File: config.mk
export PLATFORM = sky130hd
export DESIGN_NAME = avmm_rdwr_reg
export DESIGN_NICKNAME = d
export VERILOG_FILES = /design/src/hdl/avmm_rdwr_pkg.sv /design/src/hdl/avmm_wait_bridge.sv /design/src/hdl/avmm_rdwr_reg.sv
export SDC_FILE = /design/constraint.sdc
export NUM_CORES = 1
export LEC_CHECK = 0
export ABC_CLOCK_PERIOD_IN_PS = 16700
export BUFFER_PORTS_ARGS = -buffer_cell sky130_fd_sc_hd__buf_2
export CORE_MARGIN = 3
export CORE_UTILIZATION = 35
export CTS_CLUSTER_DIAMETER = 100
export DETAILED_ROUTE_END_ITERATION = 6
export GPL_ROUTABILITY_DRIVEN = 0
export PLACE_DENSITY = 0.58
export SETUP_SLACK_MARGIN = 0.2
export SYNTH_ARGS = -nofsm -noshare
export SYNTH_HDL_FRONTEND = slang
export SYNTH_SLANG_ARGS = --single-unit
File: constraint.sdc
create_clock -name clk -period 16.7 [get_ports clk]
set_clock_uncertainty 0.05 [all_clocks]
set_input_delay 3.34 -clock clk [delete_from_list [all_inputs] [get_ports clk]]
set_output_delay 3.34 -clock clk [all_outputs]
set_load 0.02 [all_outputs]
File: src/hdl/avmm_rdwr_pkg.sv
//~~~~~~~~~~~~~~~~~~~~~~~~~~~~~~~~~~~~~~~~
// Widths, response codes and payload
// structs shared by the split read/write
// Avalon memory channel
//~~~~~~~~~~~~~~~~~~~~~~~~~~~~~~~~~~~~~~~~

`default_nettype none

package avmm_rdwr_pkg;

    // Word address, data and byte enable widths of both channels
    localparam int ADDR_WIDTH = 10;
    localparam int DATA_WIDTH = 32;
    localparam int BE_WIDTH = DATA_WIDTH / 8;

    // Only the low part of the address space is backed by storage
    localparam int MEM_WORDS = 256;
    localparam int MEM_IDX_WIDTH = $clog2(MEM_WORDS);

    // Avalon response encoding, only the codes this memory returns
    typedef enum logic [1:0] {
        RESP_OKAY   = 2'b00,
        RESP_SLVERR = 2'b10
    } avmm_resp_t;

    // Read request, one word per request
    typedef struct packed {
        logic [ADDR_WIDTH-1:0] address;
        logic [BE_WIDTH-1:0]   byteenable;
    } rd_req_t;

    // Write request carries its data along with the address
    typedef struct packed {
        logic [ADDR_WIDTH-1:0] address;
        logic [DATA_WIDTH-1:0] writedata;
        logic [BE_WIDTH-1:0]   byteenable;
    } wr_req_t;

    // Read response, data plus status
    typedef struct packed {
        logic [DATA_WIDTH-1:0] readdata;
        avmm_resp_t            response;
    } rd_rsp_t;

    // Write response is status only
    typedef struct packed {
        avmm_resp_t response;
    } wr_rsp_t;

endpackage

`default_nettype wire

File: src/hdl/avmm_wait_bridge.sv
//~~~~~~~~~~~~~~~~~~~~~~~~~~~~~~~~~~~~~~~~
// One registered stage for a single
// Avalon channel, with a one-entry skid
// buffer and a registered response path
//~~~~~~~~~~~~~~~~~~~~~~~~~~~~~~~~~~~~~~~~

`timescale 1ns/1ps
`default_nettype none

module avmm_wait_bridge
  #(
    // Request and response payloads of the channel this stage carries
    parameter type req_t = logic,
    parameter type rsp_t = logic
    )
   (
    input  wire   clk,
    input  wire   reset,

    // Upstream side facing the host
    input  wire   up_req,
    input  req_t  up_payload,
    output logic  up_waitrequest,
    output logic  up_rspvalid,
    output rsp_t  up_rsp,

    // Downstream side facing the memory
    output logic  dn_req,
    output req_t  dn_payload,
    input  wire   dn_waitrequest,
    input  wire   dn_rspvalid,
    input  rsp_t  dn_rsp
    );

    // Skid entry holds the one request that arrives while the output is stalled
    logic skid_valid;
    req_t skid_payload;

    logic up_accept;
    logic dn_stall;
    logic out_load;

    // Upstream waitrequest comes straight from a flop, so nothing
    // combinational crosses the stage
    assign up_waitrequest = skid_valid;

    // A request is taken from upstream only while the skid is empty
    assign up_accept = up_req && !skid_valid;

    // The output register is stuck while the downstream side holds it off
    assign dn_stall = dn_req && dn_waitrequest;

    // Output register may take a new value whenever it is empty or being consumed
    assign out_load = !dn_stall;

    // Control state of the request path
    always_ff @(posedge clk)
    begin
        if (reset)
        begin
            dn_req <= 1'b0;
            skid_valid <= 1'b0;
        end
        else
        begin
            if (out_load)
            begin
                // The skid drains first so request order is kept
                dn_req <= skid_valid || up_accept;
            end

            if (skid_valid)
            begin
                // Skid stays full until the output register frees up
                skid_valid <= dn_stall;
            end
            else
            begin
                skid_valid <= up_accept && dn_stall;
            end
        end
    end

    // Request payloads are loaded alongside the control bits above
    always_ff @(posedge clk)
    begin
        if (out_load)
        begin
            dn_payload <= skid_valid ? skid_payload : up_payload;
        end

        // Only reached when the skid is empty, since up_accept needs that
        if (up_accept && dn_stall)
        begin
            skid_payload <= up_payload;
        end
    end

    // Responses have no back-pressure, so one register per stage is enough
    always_ff @(posedge clk)
    begin
        if (reset)
        begin
            up_rspvalid <= 1'b0;
        end
        else
        begin
            up_rspvalid <= dn_rspvalid;
        end
    end

    always_ff @(posedge clk)
    begin
        up_rsp <= dn_rsp;
    end

    // A stalled request must stay on the bus unchanged until the receiver takes it
    assert property (@(posedge clk) disable iff (reset)
                     dn_req && dn_waitrequest |=> dn_req && $stable(dn_payload))
        else $error("avmm_wait_bridge: stalled downstream request changed");

    // A full skid under stall keeps its entry, so no request is lost
    assert property (@(posedge clk) disable iff (reset)
                     skid_valid && dn_stall |=> skid_valid && $stable(skid_payload))
        else $error("avmm_wait_bridge: skid entry lost while stalled");

endmodule

`default_nettype wire

File: src/hdl/avmm_rdwr_reg.sv
//~~~~~~~~~~~~~~~~~~~~~~~~~~~~~~~~~~~~~~~~
// Configurable chain of register stages
// between the host side and the memory
// side of a split read/write channel
//~~~~~~~~~~~~~~~~~~~~~~~~~~~~~~~~~~~~~~~~

`timescale 1ns/1ps
`default_nettype none

module avmm_rdwr_reg
  import avmm_rdwr_pkg::*;
  #(
    // Number of bridge stages, zero gives plain wires
    parameter int N_REG_STAGES = 1
    )
   (
    input  wire      clk,
    input  wire      reset,

    // Host side
    input  wire      host_rd_read,
    input  rd_req_t  host_rd_req,
    output logic     host_rd_waitrequest,
    output logic     host_rd_readdatavalid,
    output rd_rsp_t  host_rd_rsp,
    input  wire      host_wr_write,
    input  wr_req_t  host_wr_req,
    output logic     host_wr_waitrequest,
    output logic     host_wr_writeresponsevalid,
    output wr_rsp_t  host_wr_rsp,

    // Memory side
    output logic     mem_rd_read,
    output rd_req_t  mem_rd_req,
    input  wire      mem_rd_waitrequest,
    input  wire      mem_rd_readdatavalid,
    input  rd_rsp_t  mem_rd_rsp,
    output logic     mem_wr_write,
    output wr_req_t  mem_wr_req,
    input  wire      mem_wr_waitrequest,
    input  wire      mem_wr_writeresponsevalid,
    input  wr_rsp_t  mem_wr_rsp
    );

    genvar s;
    generate
        if (N_REG_STAGES == 0)
        begin : wires
            // No stages, the two sides are connected directly
            assign mem_rd_read = host_rd_read;
            assign mem_rd_req = host_rd_req;
            assign host_rd_waitrequest = mem_rd_waitrequest;
            assign host_rd_readdatavalid = mem_rd_readdatavalid;
            assign host_rd_rsp = mem_rd_rsp;
            assign mem_wr_write = host_wr_write;
            assign mem_wr_req = host_wr_req;
            assign host_wr_waitrequest = mem_wr_waitrequest;
            assign host_wr_writeresponsevalid = mem_wr_writeresponsevalid;
            assign host_wr_rsp = mem_wr_rsp;
        end
        else
        begin : regs
            // Entry 0 is the host side and entry N_REG_STAGES the memory side
            logic    rd_read [N_REG_STAGES+1];
            rd_req_t rd_req [N_REG_STAGES+1];
            logic    rd_waitrequest [N_REG_STAGES+1];
            logic    rd_readdatavalid [N_REG_STAGES+1];
            rd_rsp_t rd_rsp [N_REG_STAGES+1];
            logic    wr_write [N_REG_STAGES+1];
            wr_req_t wr_req [N_REG_STAGES+1];
            logic    wr_waitrequest [N_REG_STAGES+1];
            logic    wr_writeresponsevalid [N_REG_STAGES+1];
            wr_rsp_t wr_rsp [N_REG_STAGES+1];

            // Host ports map onto entry 0 so the loop below is uniform
            assign rd_read[0] = host_rd_read;
            assign rd_req[0] = host_rd_req;
            assign host_rd_waitrequest = rd_waitrequest[0];
            assign host_rd_readdatavalid = rd_readdatavalid[0];
            assign host_rd_rsp = rd_rsp[0];
            assign wr_write[0] = host_wr_write;
            assign wr_req[0] = host_wr_req;
            assign host_wr_waitrequest = wr_waitrequest[0];
            assign host_wr_writeresponsevalid = wr_writeresponsevalid[0];
            assign host_wr_rsp = wr_rsp[0];

            for (s = 1; s <= N_REG_STAGES; s = s + 1)
            begin : p
                // Read channel stage
                avmm_wait_bridge
                  #(
                    .req_t(rd_req_t),
                    .rsp_t(rd_rsp_t)
                    )
                  bridge_rd
                   (
                    .clk(clk),
                    .reset(reset),
                    .up_req(rd_read[s-1]),
                    .up_payload(rd_req[s-1]),
                    .up_waitrequest(rd_waitrequest[s-1]),
                    .up_rspvalid(rd_readdatavalid[s-1]),
                    .up_rsp(rd_rsp[s-1]),
                    .dn_req(rd_read[s]),
                    .dn_payload(rd_req[s]),
                    .dn_waitrequest(rd_waitrequest[s]),
                    .dn_rspvalid(rd_readdatavalid[s]),
                    .dn_rsp(rd_rsp[s])
                    );

                // Write channel stage, same bridge with the write payloads
                avmm_wait_bridge
                  #(
                    .req_t(wr_req_t),
                    .rsp_t(wr_rsp_t)
                    )
                  bridge_wr
                   (
                    .clk(clk),
                    .reset(reset),
                    .up_req(wr_write[s-1]),
                    .up_payload(wr_req[s-1]),
                    .up_waitrequest(wr_waitrequest[s-1]),
                    .up_rspvalid(wr_writeresponsevalid[s-1]),
                    .up_rsp(wr_rsp[s-1]),
                    .dn_req(wr_write[s]),
                    .dn_payload(wr_req[s]),
                    .dn_waitrequest(wr_waitrequest[s]),
                    .dn_rspvalid(wr_writeresponsevalid[s]),
                    .dn_rsp(wr_rsp[s])
                    );
            end

            // Last entry is the memory side
            assign mem_rd_read = rd_read[N_REG_STAGES];
            assign mem_rd_req = rd_req[N_REG_STAGES];
            assign rd_waitrequest[N_REG_STAGES] = mem_rd_waitrequest;
            assign rd_readdatavalid[N_REG_STAGES] = mem_rd_readdatavalid;
            assign rd_rsp[N_REG_STAGES] = mem_rd_rsp;
            assign mem_wr_write = wr_write[N_REG_STAGES];
            assign mem_wr_req = wr_req[N_REG_STAGES];
            assign wr_waitrequest[N_REG_STAGES] = mem_wr_waitrequest;
            assign wr_writeresponsevalid[N_REG_STAGES] = mem_wr_writeresponsevalid;
            assign wr_rsp[N_REG_STAGES] = mem_wr_rsp;
        end
    endgenerate

endmodule

`default_nettype wire

Word level (Yosys, flattened, before mapping)
Cells that the tools add are included.
{ "totals": {"elab_cells": 33, "register_bits": 162, "inputBits": 104} }
{ "classes": {"n_reduce_logical": 10, "muxes": 4} }
{ "op_table": {"columns": ["op", "n"], "rows": [
  ["two-way mux 46 bit", 1],
  ["two-way mux 14 bit", 1],
  ["logical AND 1 bit", 6],
  ["logical NOT 1 bit", 2],
  ["logical OR 1 bit", 2],
  ["two-way mux 1 bit", 2]
]} }

Longest topological paths before layout
Gate-level depths: netlist of the first run.
{ "logic_depth": {"depth_word": 4, "depth_mapped": 4, "depth_no_buf": 2} }

Hierarchy
From an unflattened synthesis of the first run, not the netlist that was laid out.
{ "unflattened": {"cells_unflattened": 241, "area_unflattened_um2": 5360.1} }
{ "modules_own_cells": {"columns": ["module", "area_each_um2", "cells_per_inst", "seq_area_each_um2", "instances"], "rows": [
  ["avmm_wait_bridge at regs.p[1].bridge_wr", 3528.4, 154, 2862.7, 1],
  ["avmm_wait_bridge at regs.p[1].bridge_rd", 1831.8, 87, 1581.5, 1]
]} }

Worst setup path after synthesis of the first run
No wires, ideal clock.
{ "synth_path": {"path_kind": "in2reg", "startpoint": "input mem_wr_waitrequest", "endpoint": "register regs.p[1].bridge_wr.skid_payload[0] (netlist bit), enable pin", "setup_ps": 516, "setup_slack_ps": 8237, "cell_stages": 2, "arrival_ps": 7897, "t_required_ps": 16134, "path_cell_list": "nand2_1 nor3b_1"} }
{ "synth_via": {"elab_chain_len": 2} }
{ "synth_rtl": {"columns": ["element", "line", "text"], "rows": [
  ["from (decl)", "avmm_rdwr_reg.sv:40", "input wire mem_wr_waitrequest,"],
  ["logical AND 1 bit", "avmm_wait_bridge.sv:51", "assign dn_stall = dn_req && dn_waitrequest;"],
  ["logical AND 1 bit", "avmm_wait_bridge.sv:93", "if (up_accept && dn_stall)"],
  ["to (signal assigned)", "avmm_wait_bridge.sv:95", "skid_payload <= up_payload;"],
  ["to (decl)", "avmm_wait_bridge.sv:37", "req_t skid_payload;"]
]} }
No other way between the ends.
A chain may end at the register's enable or synchronous reset.

Final worst setup path of the first run
{ "layout_path": {"startpoint": "input mem_rd_waitrequest", "endpoint": "register regs.p[1].bridge_rd.skid_payload[10] (netlist bit), enable pin"} }
{ "layout_via": {"elab_chain_len": 2} }
{ "layout_rtl": {"columns": ["element", "line", "text"], "rows": [
  ["from (decl)", "avmm_rdwr_reg.sv:35", "input wire mem_rd_waitrequest,"],
  ["logical AND 1 bit", "avmm_wait_bridge.sv:51", null],
  ["logical AND 1 bit", "avmm_wait_bridge.sv:93", null],
  ["to (signal assigned)", "avmm_wait_bridge.sv:95", null],
  ["to (decl)", "avmm_wait_bridge.sv:37", null]
]} }
No other way between the ends.

==> impl_metrics.env, run 1 <==
export IMPL_status="finished, final reports clean"
export IMPL_die_h_um=129
export IMPL_yosysTopAreaCell="edfxtp_1"
export IMPL_worst_slack_ns=11.80
export IMPL_drt_iter0_drc=123
export IMPL_dieWidth_um=129
export IMPL_start_kind="primary input"
export IMPL_clockBufferDepth=2
export IMPL_cp_max_fo=17
export IMPL_ir_worst_vdd_v=0.0000669
export IMPL_num_antenna_cells=0
export IMPL_grt_total_usage=0.132
export IMPL_drtAntennaViolNets=0
export IMPL_synthAdderAreaFrac=0
export IMPL_globalRoute_totalOverflow=0
export IMPL_htreeDepth=4
export IMPL_worstPathArrival_ns=4.89
export IMPL_required_ns=16.68
export IMPL_p_leak_uw=0.00294
export IMPL_end_kind="flop"
export IMPL_dr_pass1_iters=6
export IMPL_cts_num_sinks=162
export IMPL_yosysSeqAreaShare=0.836
export IMPL_via_per_inst=4.45
export IMPL_power_frac_seq=0.508
export IMPL_max_freq_mhz=204
export IMPL_nets=566
export IMPL_rsz0062_at_grt="no"
export IMPL_clk_pin_slew_ns=0.06
export IMPL_total_power_uw=906
export IMPL_postSynthCellCount=241
export IMPL_hold_depth=1
export IMPL_wirelength_um=11000
export IMPL_cts_hold_buf=0
export IMPL_postCtsSetupRepairBufs=0
export IMPL_worstSkewPairLatency_ns=0.41
export IMPL_max_slew_margin=0.247
export IMPL_powerDensity_mw_per_mm2=127
export IMPL_synth_area_top_cells="edfxtp_1 (68%), dfxtp_1 (16%), mux2_2 (8.9%), mux2_4 (5.1%), buf_6 (0.85%)"
export IMPL_dp_slack_ns=11.33
export IMPL_placed_area_mm2=0.00656
export IMPL_syn_to_final_growth_pct=34.3
export IMPL_synth_area_mux_share=0.140
export IMPL_power_frac_clock=0.414
export IMPL_synth_compound_area_share=0.00188
export IMPL_synth_cell_types=13
export IMPL_synth_top_area_share=0.678
export IMPL_syn_cell_area_mm2=0.00532
export IMPL_synthSimpleGateAreaFrac=0.0108
export IMPL_layout_drive_gt1_share=0.640
export IMPL_final_area_mm2=0.00714
export IMPL_antenna_found_initial=2
export IMPL_p_comb_frac=0.078
export IMPL_fin_tns_setup_ns=0
export IMPL_setup_violations=0
export IMPL_start_util=0.362
export IMPL_rows=44
export IMPL_io_pins=206
export IMPL_vias=2934
export IMPL_drc=0
export IMPL_numPortBuffers=205
export IMPL_drv_cap=0
export IMPL_worst_slew_pin_slew_ns=1.12
export IMPL_grt_pass1_wl_um=16200
export IMPL_switchingPower_uw=199
export IMPL_first_global_vias=3019
export IMPL_fin_crit_sh=0.294
export IMPL_p_int_uw=707
export IMPL_min_period_ns=4.90
export IMPL_core_area_mm2=0.0147
export IMPL_n_fill_cell=1286
export IMPL_tritoncts="yes"
export IMPL_reg2regPathDepth=2
export IMPL_ys_ff_latch=162
export IMPL_die_area_mm2=0.0167
export IMPL_dp_hpwl_um=7740
export IMPL_p_sw_frac=0.220
export IMPL_synthXorXnorAreaFrac=0
export IMPL_hold_path_class="reg -> reg"
export IMPL_grt_max_degree=49
export IMPL_post_cts_resized=0
export IMPL_ctsRootBufferMaster="clkbuf_16"
export IMPL_hold_viol_final=0
export IMPL_postSynthAreaPerCell_um2=22.1
export IMPL_syn_nets=345
export IMPL_drv_slew=0
export IMPL_synth_top_family_by_area="multiplexers"
export IMPL_synth_warnings=0
export IMPL_wl_per_cell_um=16.7
export IMPL_cts_buffers=17
export IMPL_criticalPathCategory="in -> reg"
logic make-up after synthesis:
logic type | Yosys count
flip-flops | 162
buffers and inverters | 7
multiplexers | 60
AND/OR/NAND/NOR | 10
AO/OA/AOI/OAI | 2
metrics by stage:
stage | cells | util | hold WS (ns)
final | 659 | 0.486 | 0.493
after global routing | 659 | 0.486 | 0.505
after CTS | 659 | 0.486 | 0.497
after detailed placement | 627 | 0.446 | 0.483
after global placement | 627 | 0.446 | 0.476
after floorplan | 241 | - | 0.473
final cells by class:
type,instances,area [um^2],share of cell area
Sequential cell,162,4450,0.623
Clock buffer,21,483,0.0677
Clock inverter,11,98.8,0.0138
Tap cell,184,230,0.0323
Multi-Input combinational cell,72,823,0.115
Timing Repair Buffer,209,1060,0.148
sequential cells by signal (all words and copies together), names as in the netlist:
name and count:
regs.p.bridge_wr.up_rspvalid 1, regs.p.bridge_rd.dn_req 1, regs.p.bridge_wr.dn_payload 46, regs.p.bridge_wr.up_waitrequest 1, regs.p.bridge_rd.up_rspvalid 1, regs.p.bridge_rd.skid_payload 14, regs.p.bridge_rd.dn_payload 14, regs.p.bridge_wr.up_rsp 2
regs.p.bridge_wr.skid_payload 46, regs.p.bridge_rd.up_waitrequest 1, regs.p.bridge_rd.up_rsp 34, regs.p.bridge_wr.dn_req 1
path summary, 6_finish.rpt:
| kind | slack, ns | start | end |
|---|---|---|---|
| worst min register to register | 0.49 | regs.p[1].bridge_wr.skid_payload[31]$_DFFE_PP_ | regs.p[1].bridge_wr.dn_payload[31]$_DFFE_PN_ |
| worst min-delay path | 0.49 | regs.p[1].bridge_wr.skid_payload[31]$_DFFE_PP_ | regs.p[1].bridge_wr.dn_payload[31]$_DFFE_PN_ |
| worst max-delay path | 11.80 | mem_rd_waitrequest | regs.p[1].bridge_rd.skid_payload[10]$_DFFE_PP_ |
| worst max register to register | 14.46 | regs.p[1].bridge_rd.dn_req$_SDFFE_PP0N_ | regs.p[1].bridge_rd.skid_payload[10]$_DFFE_PP_ |
critical path, stage by stage:
cell and delay [ns]:
buf_2 0.08, nand2_1 0.39, nor3b_2 1.06
synthesized netlist by cell type:
library cell and number:
nor3_1 1, mux2_2 42, dfxtp_1 42, nor3_2 1
buf_6 4, nand2_1 2, nor2_1 2, edfxtp_1 120
nor3b_1 2, buf_2 3, a21oi_1 2, nor2b_1 2
mux2_4 18
power groups by stage:
stage | Clock, uW | Combinational (uW) | Sequential [uW]
floorplan | 0 | 15.4 | 491
global placement | 0 | 71.1 | 469
detailed placement | 0 | 72.0 | 469
CTS | 387 | 72.1 | 461
global route | 402 | 76.2 | 462
finish | 375 | 70.5 | 460
cell usage in the layout (no fill, tap or decap), drive strengths merged:
cell type    n
nand2        2
clkbuf      21
inv          4
dfxtp       42
edfxtp     120
nor2         2
nor3         2
clkinv       6
bufinv       1
a21oi        2
nor3b        2
mux2        60
nor2b        2
buf        209
metal layers:
| layer | vias up | global-route usage | wire length [um] |
|---|---|---|---|
| li1 | 1376 | - | - |
| met1 | 1388 | 0.151 | 4240 |
| met2 | 147 | 0.205 | 5330 |
| met3 | 19 | 0.0697 | 1240 |
| met4 | 4 | 0.0630 | 189 |
| met5 | - | 0 | 23 |
(Power assumes the default switching activity.)
==> run 2, diff against run 1 <==
--- a/config.mk
+++ b/config.mk
@@ -5,14 +5,15 @@
 export SDC_FILE = /design/constraint.sdc
 export NUM_CORES = 1
 export LEC_CHECK = 0
-export ABC_CLOCK_PERIOD_IN_PS = 16700
+export ABC_AREA = 1
+export ABC_CLOCK_PERIOD_IN_PS = 5000
 export BUFFER_PORTS_ARGS = -buffer_cell sky130_fd_sc_hd__buf_2
 export CORE_MARGIN = 3
 export CORE_UTILIZATION = 35
 export CTS_CLUSTER_DIAMETER = 100
 export DETAILED_ROUTE_END_ITERATION = 6
 export GPL_ROUTABILITY_DRIVEN = 0
-export PLACE_DENSITY = 0.58
+export PLACE_DENSITY = 0.57
 export SETUP_SLACK_MARGIN = 0.2
 export SYNTH_ARGS = -nofsm -noshare
 export SYNTH_HDL_FRONTEND = slang
==> constraint.sdc (replaced) <==
create_clock -name clk -period 5 [get_ports clk]
set_clock_uncertainty 0.05 [all_clocks]
set_input_delay 1 -clock clk [delete_from_list [all_inputs] [get_ports clk]]
set_output_delay 1 -clock clk [all_outputs]
set_load 0.02 [all_outputs]
==> run 2 against run 1 <==
  * Non-clock buffer count shrank 2
  * Flip-flop and latch count did not move
  * Final cell count rose by 19%
  * Utilization decreased by 0.20 points
  * Worst hold slack worse by 0.041 ns
  * Critical path type is now reg -> out
==> impl_metrics.env, run 2 <==
export IMPL_status="finished, final reports clean"
export IMPL_cp_depth=2
export IMPL_synth_area_top_cells="edfxtp_1 (67%), dfxtp_1 (16%), o21ai_0 (5.3%), inv_1 (4.4%), nand2_1 (4.3%)"
export IMPL_yosys_cell_count_top_type="edfxtp_1"
export IMPL_required_ns=3.95
export IMPL_postSynthAreaPerCell_um2=14.4
export IMPL_synth_ff_type="edfxtp_1"
export IMPL_numPortBuffers=205
export IMPL_criticalPathCategory="reg -> out"
export IMPL_htreeDepth=4
export IMPL_placed_area_mm2=0.00656
export IMPL_die_h_um=130
export IMPL_multiInputGateArea_um2=603
export IMPL_final_cell_count_no_fill=784
export IMPL_rsz0062_at_grt="no"
export IMPL_ys_async_sr_fraction=0
export IMPL_globalRoute_totalOverflow=0
export IMPL_rows=44
export IMPL_drc=0
export IMPL_postSynthCellCount=374
export IMPL_wirelength_um=11200
export IMPL_hold_viol_final=0
export IMPL_slowest_delay_ns=0.56
export IMPL_r2r_end="regs.p[1].bridge_wr.skid_payload[44]$_DFFE_PP_"
export IMPL_synth_warnings=0
export IMPL_place_inst=752
export IMPL_p_leak_uw=0.00312
export IMPL_yosysSeqAreaShare=0.826
export IMPL_cts_num_sinks=162
export IMPL_synth_top_area_share=0.670
export IMPL_layout_drive_gt1_share=0.402
export IMPL_max_freq_mhz=351
export IMPL_register_area_mm2=0.00445
export IMPL_via_per_inst=4.27
export IMPL_final_area_mm2=0.00716
export IMPL_cp_max_fo=72
export IMPL_grt_max_degree=73
export IMPL_nets=691
export IMPL_die_area_mm2=0.0169
export IMPL_core_area_mm2=0.0148
export IMPL_most_common_layout_cells="buf_2 (205), edfxtp_1 (120), inv_1 (63)"
export IMPL_setup_violations=0
export IMPL_syn_nets=478
export IMPL_drt_iter0_drc=149
export IMPL_postCtsSetupRepairBufs=0
export IMPL_powerDensity_mw_per_mm2=426
export IMPL_hold_depth=2
export IMPL_worstPathCellList="buf_4 > buf_2"
export IMPL_post_cts_resized=0
export IMPL_fin_crit_sh=0.570
export IMPL_wl_per_cell_um=14.3
export IMPL_syn_to_final_growth_pct=33.1
export IMPL_vias=3350
export IMPL_crit_buf_inv=2
export IMPL_drv_slew=0
export IMPL_largestRegisters="regs.p.bridge_wr.dn_payload x46, regs.p.bridge_wr.skid_payload x46, regs.p.bridge_rd.up_rsp x34"
export IMPL_grt_total_usage=0.134
export IMPL_end_kind="primary output"
export IMPL_total_power_uw=3050
export IMPL_antenna_found_initial=1
export IMPL_start_kind="flop"
export IMPL_num_antenna_cells=0
export IMPL_clk_pin_slew_ns=0.06
export IMPL_dr_pass1_iters=6
export IMPL_worst_slew_pin_slew_ns=1.12
export IMPL_cpMaxStageDelayCell="buf_4"
export IMPL_ir_worst_vdd_v=0.000252
export IMPL_cts_hold_buf=0
export IMPL_yosysTopAreaCell="edfxtp_1"
export IMPL_r2r_slack_ns=2.85
export IMPL_start_util=0.363
export IMPL_syn_cell_area_mm2=0.00538
export IMPL_drtAntennaViolNets=0
export IMPL_grt_pass1_wl_um=16600
export IMPL_worstPathArrival_ns=1.80
export IMPL_dieWidth_um=130
export IMPL_fin_tns_setup_ns=0
export IMPL_max_slew_margin=0.248
export IMPL_hold_path_class="reg -> reg"
export IMPL_clockBufferDepth=2
export IMPL_yosys_top_cells_count="edfxtp_1 (120), inv_1 (63), nand2_1 (62), o21ai_0 (57), dfxtp_1 (42)"
export IMPL_ys_ff_latch=162
export IMPL_first_global_vias=3364
export IMPL_ctsRootBufferMaster="clkbuf_16"
export IMPL_reg2regPathDepth=3
export IMPL_min_period_ns=2.85
export IMPL_cp_endpoint="host_wr_waitrequest"
export IMPL_tritoncts="yes"
export IMPL_dp_hpwl_um=8200
export IMPL_worstSkewPairLatency_ns=0.42
export IMPL_io_pins=206
export IMPL_cp_startpoint="regs.p[1].bridge_wr.up_waitrequest$_SDFF_PP0_"
export IMPL_n_fill_cell=1324
export IMPL_cp_top_family="buffers and inverters"
export IMPL_layout_commonest_cell="buf_2"
export IMPL_drv_cap=0
export IMPL_synth_cell_types=13
export IMPL_synth_edf_count=120
export IMPL_r2r_start="regs.p[1].bridge_wr.up_waitrequest$_SDFF_PP0_"
export IMPL_cts_buffers=17
## run 2: cell type report
cell class | instances | area share
multi-input cells | 136 | 0.0842
repair buffers | 207 | 0.145
inverters | 63 | 0.0330
clock inverters | 8 | 0.00821
flip-flops and latches | 162 | 0.621
well taps | 184 | 0.0322
clock buffers | 24 | 0.0762
## run 2: power by group
part	leakage [uW]	switching (uW)	total (uW)	internal, uW
clock	0.000303	512	1280	769
sequential	0.00152	20.8	1540	1520
combinational	0.00130	150	228	78.6
## run 2: logic make-up after synthesis
logic type	after synthesis	share of synthesized area
flops	162	0.826
simple gates	74	0.0526
compound gates	62	0.0577
buf+inv	76	0.0635
## run 2: worst min-delay path by stage
stage                                              startpoint                                       endpoint
4_1_cts               regs.p[1].bridge_wr.dn_req$_SDFFE_PP0N_  regs.p[1].bridge_wr.up_waitrequest$_SDFF_PP0_
5_1_grt               regs.p[1].bridge_wr.dn_req$_SDFFE_PP0N_  regs.p[1].bridge_wr.up_waitrequest$_SDFF_PP0_
3_5_place_dp          regs.p[1].bridge_rd.dn_req$_SDFFE_PP0N_  regs.p[1].bridge_rd.up_waitrequest$_SDFF_PP0_
6_report              regs.p[1].bridge_wr.dn_req$_SDFFE_PP0N_  regs.p[1].bridge_wr.up_waitrequest$_SDFF_PP0_
2_1_floorplan  regs.p[1].bridge_wr.skid_payload[40]$_DFFE_PP_   regs.p[1].bridge_wr.dn_payload[40]$_DFFE_PN_
3_3_place_gp          regs.p[1].bridge_rd.dn_req$_SDFFE_PP0N_  regs.p[1].bridge_rd.up_waitrequest$_SDFF_PP0_
## run 2: per-layer routing
metal / GRT usage / part of all wire
met1: 0.145 / 0.39
met2: 0.213 / 0.48
met3: 0.0835 / 0.11
met4: 0.0532 / 0.015
met5: 0 / 0.0012
## run 2: metrics by stage
stage,utilization,hold WS (ns),setup WS [ns]
detailed placement,0.443,0.437,2.38
global route,0.484,0.471,1.98
floorplan,-,0.446,1.49
CTS,0.484,0.452,2.09
global placement,0.443,0.427,2.40
finish,0.484,0.452,2.15
## run 2: worst min-delay path, cell delays in order (launching register included)
cell	delay [ns]
dfxtp_1	0.34
nand3_1	0.09
nor2_1	0.04
==> run 3, diff against run 2 <==
--- a/config.mk
+++ b/config.mk
@@ -5,15 +5,15 @@
 export SDC_FILE = /design/constraint.sdc
 export NUM_CORES = 1
 export LEC_CHECK = 0
-export ABC_AREA = 1
-export ABC_CLOCK_PERIOD_IN_PS = 5000
+export ABC_AREA = 0
+export ABC_CLOCK_PERIOD_IN_PS = 2400
 export BUFFER_PORTS_ARGS = -buffer_cell sky130_fd_sc_hd__buf_2
 export CORE_MARGIN = 3
 export CORE_UTILIZATION = 35
 export CTS_CLUSTER_DIAMETER = 100
 export DETAILED_ROUTE_END_ITERATION = 6
 export GPL_ROUTABILITY_DRIVEN = 0
-export PLACE_DENSITY = 0.57
+export PLACE_DENSITY = 0.6
 export SETUP_SLACK_MARGIN = 0.2
 export SYNTH_ARGS = -nofsm -noshare
 export SYNTH_HDL_FRONTEND = slang
==> constraint.sdc (replaced) <==
create_clock -name clk -period 2.4 [get_ports clk]
set_clock_uncertainty 0.05 [all_clocks]
set_input_delay 0.48 -clock clk [delete_from_list [all_inputs] [get_ports clk]]
set_output_delay 0.48 -clock clk [all_outputs]
set_load 0.02 [all_outputs]
==> run 3 against run 2 <==
  * Routed wire length is 2.6% lower
  * Sequential share of layout area is 0.094 points higher
  * Cell area is 0.12% lower
  * Flip-flop and latch count stayed put
  * Global-route usage is 0.16 points lower
  * Clock power is 94% higher
  * Power is 100% higher
  * Final cell count is 16% lower
  * Combinational power is 120% higher
  * Register-to-register slack worse by 2.1 ns
  * Largest cell class unchanged
  * Largest power group unchanged
==> impl_metrics.env, run 3 (synthesis results as in run 1) <==
export IMPL_p_int_uw=4760
export IMPL_worstSkewPairLatency_ns=0.41
export IMPL_drc=0
export IMPL_dp_hpwl_um=7790
export IMPL_worst_slack_ns=0.305
export IMPL_tritoncts="yes"
export IMPL_wirelength_um=10900
export IMPL_num_antenna_cells=0
export IMPL_drt_iter0_drc=146
export IMPL_cts_num_sinks=162
export IMPL_worst_slew_pin_slew_ns=0.725
export IMPL_n_fill_cell=1280
export IMPL_layout_drive_gt1_share=0.648
export IMPL_end_kind="primary output"
export IMPL_grt_total_usage=0.132
export IMPL_grt_pass1_wl_um=16200
export IMPL_grt_use_met1=0.150
export IMPL_cts_hold_buf=0
export IMPL_grt_util_met2=0.211
export IMPL_rows=44
export IMPL_die_h_um=129
export IMPL_wl_per_cell_um=16.5
export IMPL_status="finished, final reports clean"
export IMPL_via_per_inst=4.43
export IMPL_multiInputGateArea_um2=843
export IMPL_max_slew_margin=0.516
export IMPL_cp_max_fo=36
export IMPL_vias=2925
export IMPL_criticalPathCategory="reg -> out"
export IMPL_core_area_mm2=0.0147
export IMPL_slowest_delay_ns=0.62
export IMPL_p_sw_frac=0.230
export IMPL_hp_start="mem_rd_rsp[13]"
export IMPL_cpMaxStageDelayCell="dfxtp_2"
export IMPL_largestRegisters="regs.p.bridge_wr.dn_payload x46, regs.p.bridge_wr.skid_payload x46, regs.p.bridge_rd.up_rsp x34"
export IMPL_layout_commonest_cell="buf_2"
export IMPL_fin_crit_sh=0.873
export IMPL_drv_cap=0
export IMPL_worstPathCellList="buf_12 > buf_2"
export IMPL_switchingPower_uw=1420
export IMPL_htreeDepth=4
export IMPL_total_power_uw=6180
export IMPL_numPortBuffers=205
export IMPL_most_common_layout_cells="buf_2 (205), edfxtp_1 (120), mux2_2 (42)"
export IMPL_syn_to_final_growth_pct=34.6
export IMPL_holdPathEnd="regs.p[1].bridge_rd.up_rsp[13]$_DFF_P_"
export IMPL_register_area_mm2=0.00445
export IMPL_start_util=0.362
export IMPL_power_frac_clock=0.401
export IMPL_cp_top_family="flip-flops"
export IMPL_globalRoute_totalOverflow=0
export IMPL_cts_buffers=17
export IMPL_required_ns=1.87
export IMPL_drtAntennaViolNets=0
export IMPL_start_kind="flop"
export IMPL_antenna_found_initial=0
export IMPL_nets=568
export IMPL_crit_buf_inv=2
export IMPL_hold_viol_final=0
export IMPL_ir_worst_vdd_v=0.000482
export IMPL_setup_violations=0
export IMPL_rsz0062_at_grt="no"
export IMPL_final_util=0.487
export IMPL_die_area_mm2=0.0167
export IMPL_hold_depth=1
export IMPL_dr_pass1_iters=4
export IMPL_max_freq_mhz=477
export IMPL_io_pins=206
export IMPL_min_period_ns=2.10
export IMPL_dieWidth_um=129
export IMPL_hold_path_class="in -> reg"
export IMPL_dp_slack_ns=0.691
export IMPL_met3_usage=0.0742
export IMPL_ctsRootBufferMaster="clkbuf_16"
export IMPL_r2r_start="regs.p[1].bridge_wr.up_waitrequest$_SDFF_PP0_"
export IMPL_post_cts_resized=0
export IMPL_p_comb_frac=0.080
export IMPL_clk_pin_slew_ns=0.06
export IMPL_reg2regPathDepth=2
export IMPL_postCtsSetupRepairBufs=0
export IMPL_r2r_end="regs.p[1].bridge_wr.dn_payload[44]$_DFFE_PN_"
export IMPL_fin_tns_setup_ns=0
export IMPL_p_leak_uw=0.00295
export IMPL_powerDensity_mw_per_mm2=864
export IMPL_drv_slew=0
export IMPL_r2r_slack_ns=0.79
export IMPL_first_global_vias=3035
export IMPL_top_usage_layer="met2"
export IMPL_grt_max_degree=49
export IMPL_clockBufferDepth=2
export IMPL_worstPathArrival_ns=1.57
export IMPL_hold_slack_ns=0.114
export IMPL_power_frac_seq=0.519
run 3: layer usage:
layer  up-vias  routed length (um)
met5         -                   0
met4         0                 149
met3        11                1260
met2       157                5310
met1      1379                4190
li1       1378                   -
run 3: power by group through the flow:
stage | Sequential, uW | Clock (uW) | Combinational [uW]
2_1_floorplan | 3410 | 0 | 110
3_3_place_gp | 3270 | 0 | 497
3_5_place_dp | 3270 | 0 | 503
4_1_cts | 3210 | 2560 | 504
5_1_grt | 3220 | 2690 | 533
6_report | 3210 | 2480 | 494
run 3: cell type report:
class,count,share of cell area
timing repair buffer,211,0.152
tap,184,0.0322
sequential,162,0.622
clock buffer,18,0.0630
clock inverter,14,0.0136
multi-input combinational,72,0.118
run 3: worst register-to-register path, stage by stage, from the launching register on:
cell and delay, ns:
dfxtp_2 0.62, buf_12 0.31, mux2_2 0.38
run 3: stage by stage:
| step | cell area (um^2) | instances |
|---|---|---|
| finish | 7150 | 661 |
| global route | 7150 | 661 |
| CTS | 7150 | 661 |
| detailed placement | 6600 | 629 |
| global placement | 6600 | 629 |
| floorplan | 5350 | 241 |
run 3: worst max path at each step:
stage,startpoint,to,slack [ns],depth (start not counted)
floorplan,mem_wr_waitrequest,regs.p[1].bridge_wr.skid_payload[0]$_DFFE_PP_,0.002,2
global placement,mem_wr_waitrequest,regs.p[1].bridge_wr.skid_payload[13]$_DFFE_PP_,0.71,4
detailed placement,mem_wr_waitrequest,regs.p[1].bridge_wr.skid_payload[9]$_DFFE_PP_,0.69,4
CTS,regs.p[1].bridge_wr.up_waitrequest$_SDFF_PP0_,host_wr_waitrequest,0.24,2
global route,regs.p[1].bridge_wr.up_waitrequest$_SDFF_PP0_,host_wr_waitrequest,0.21,2
finish,regs.p[1].bridge_wr.up_waitrequest$_SDFF_PP0_,host_wr_waitrequest,0.30,2
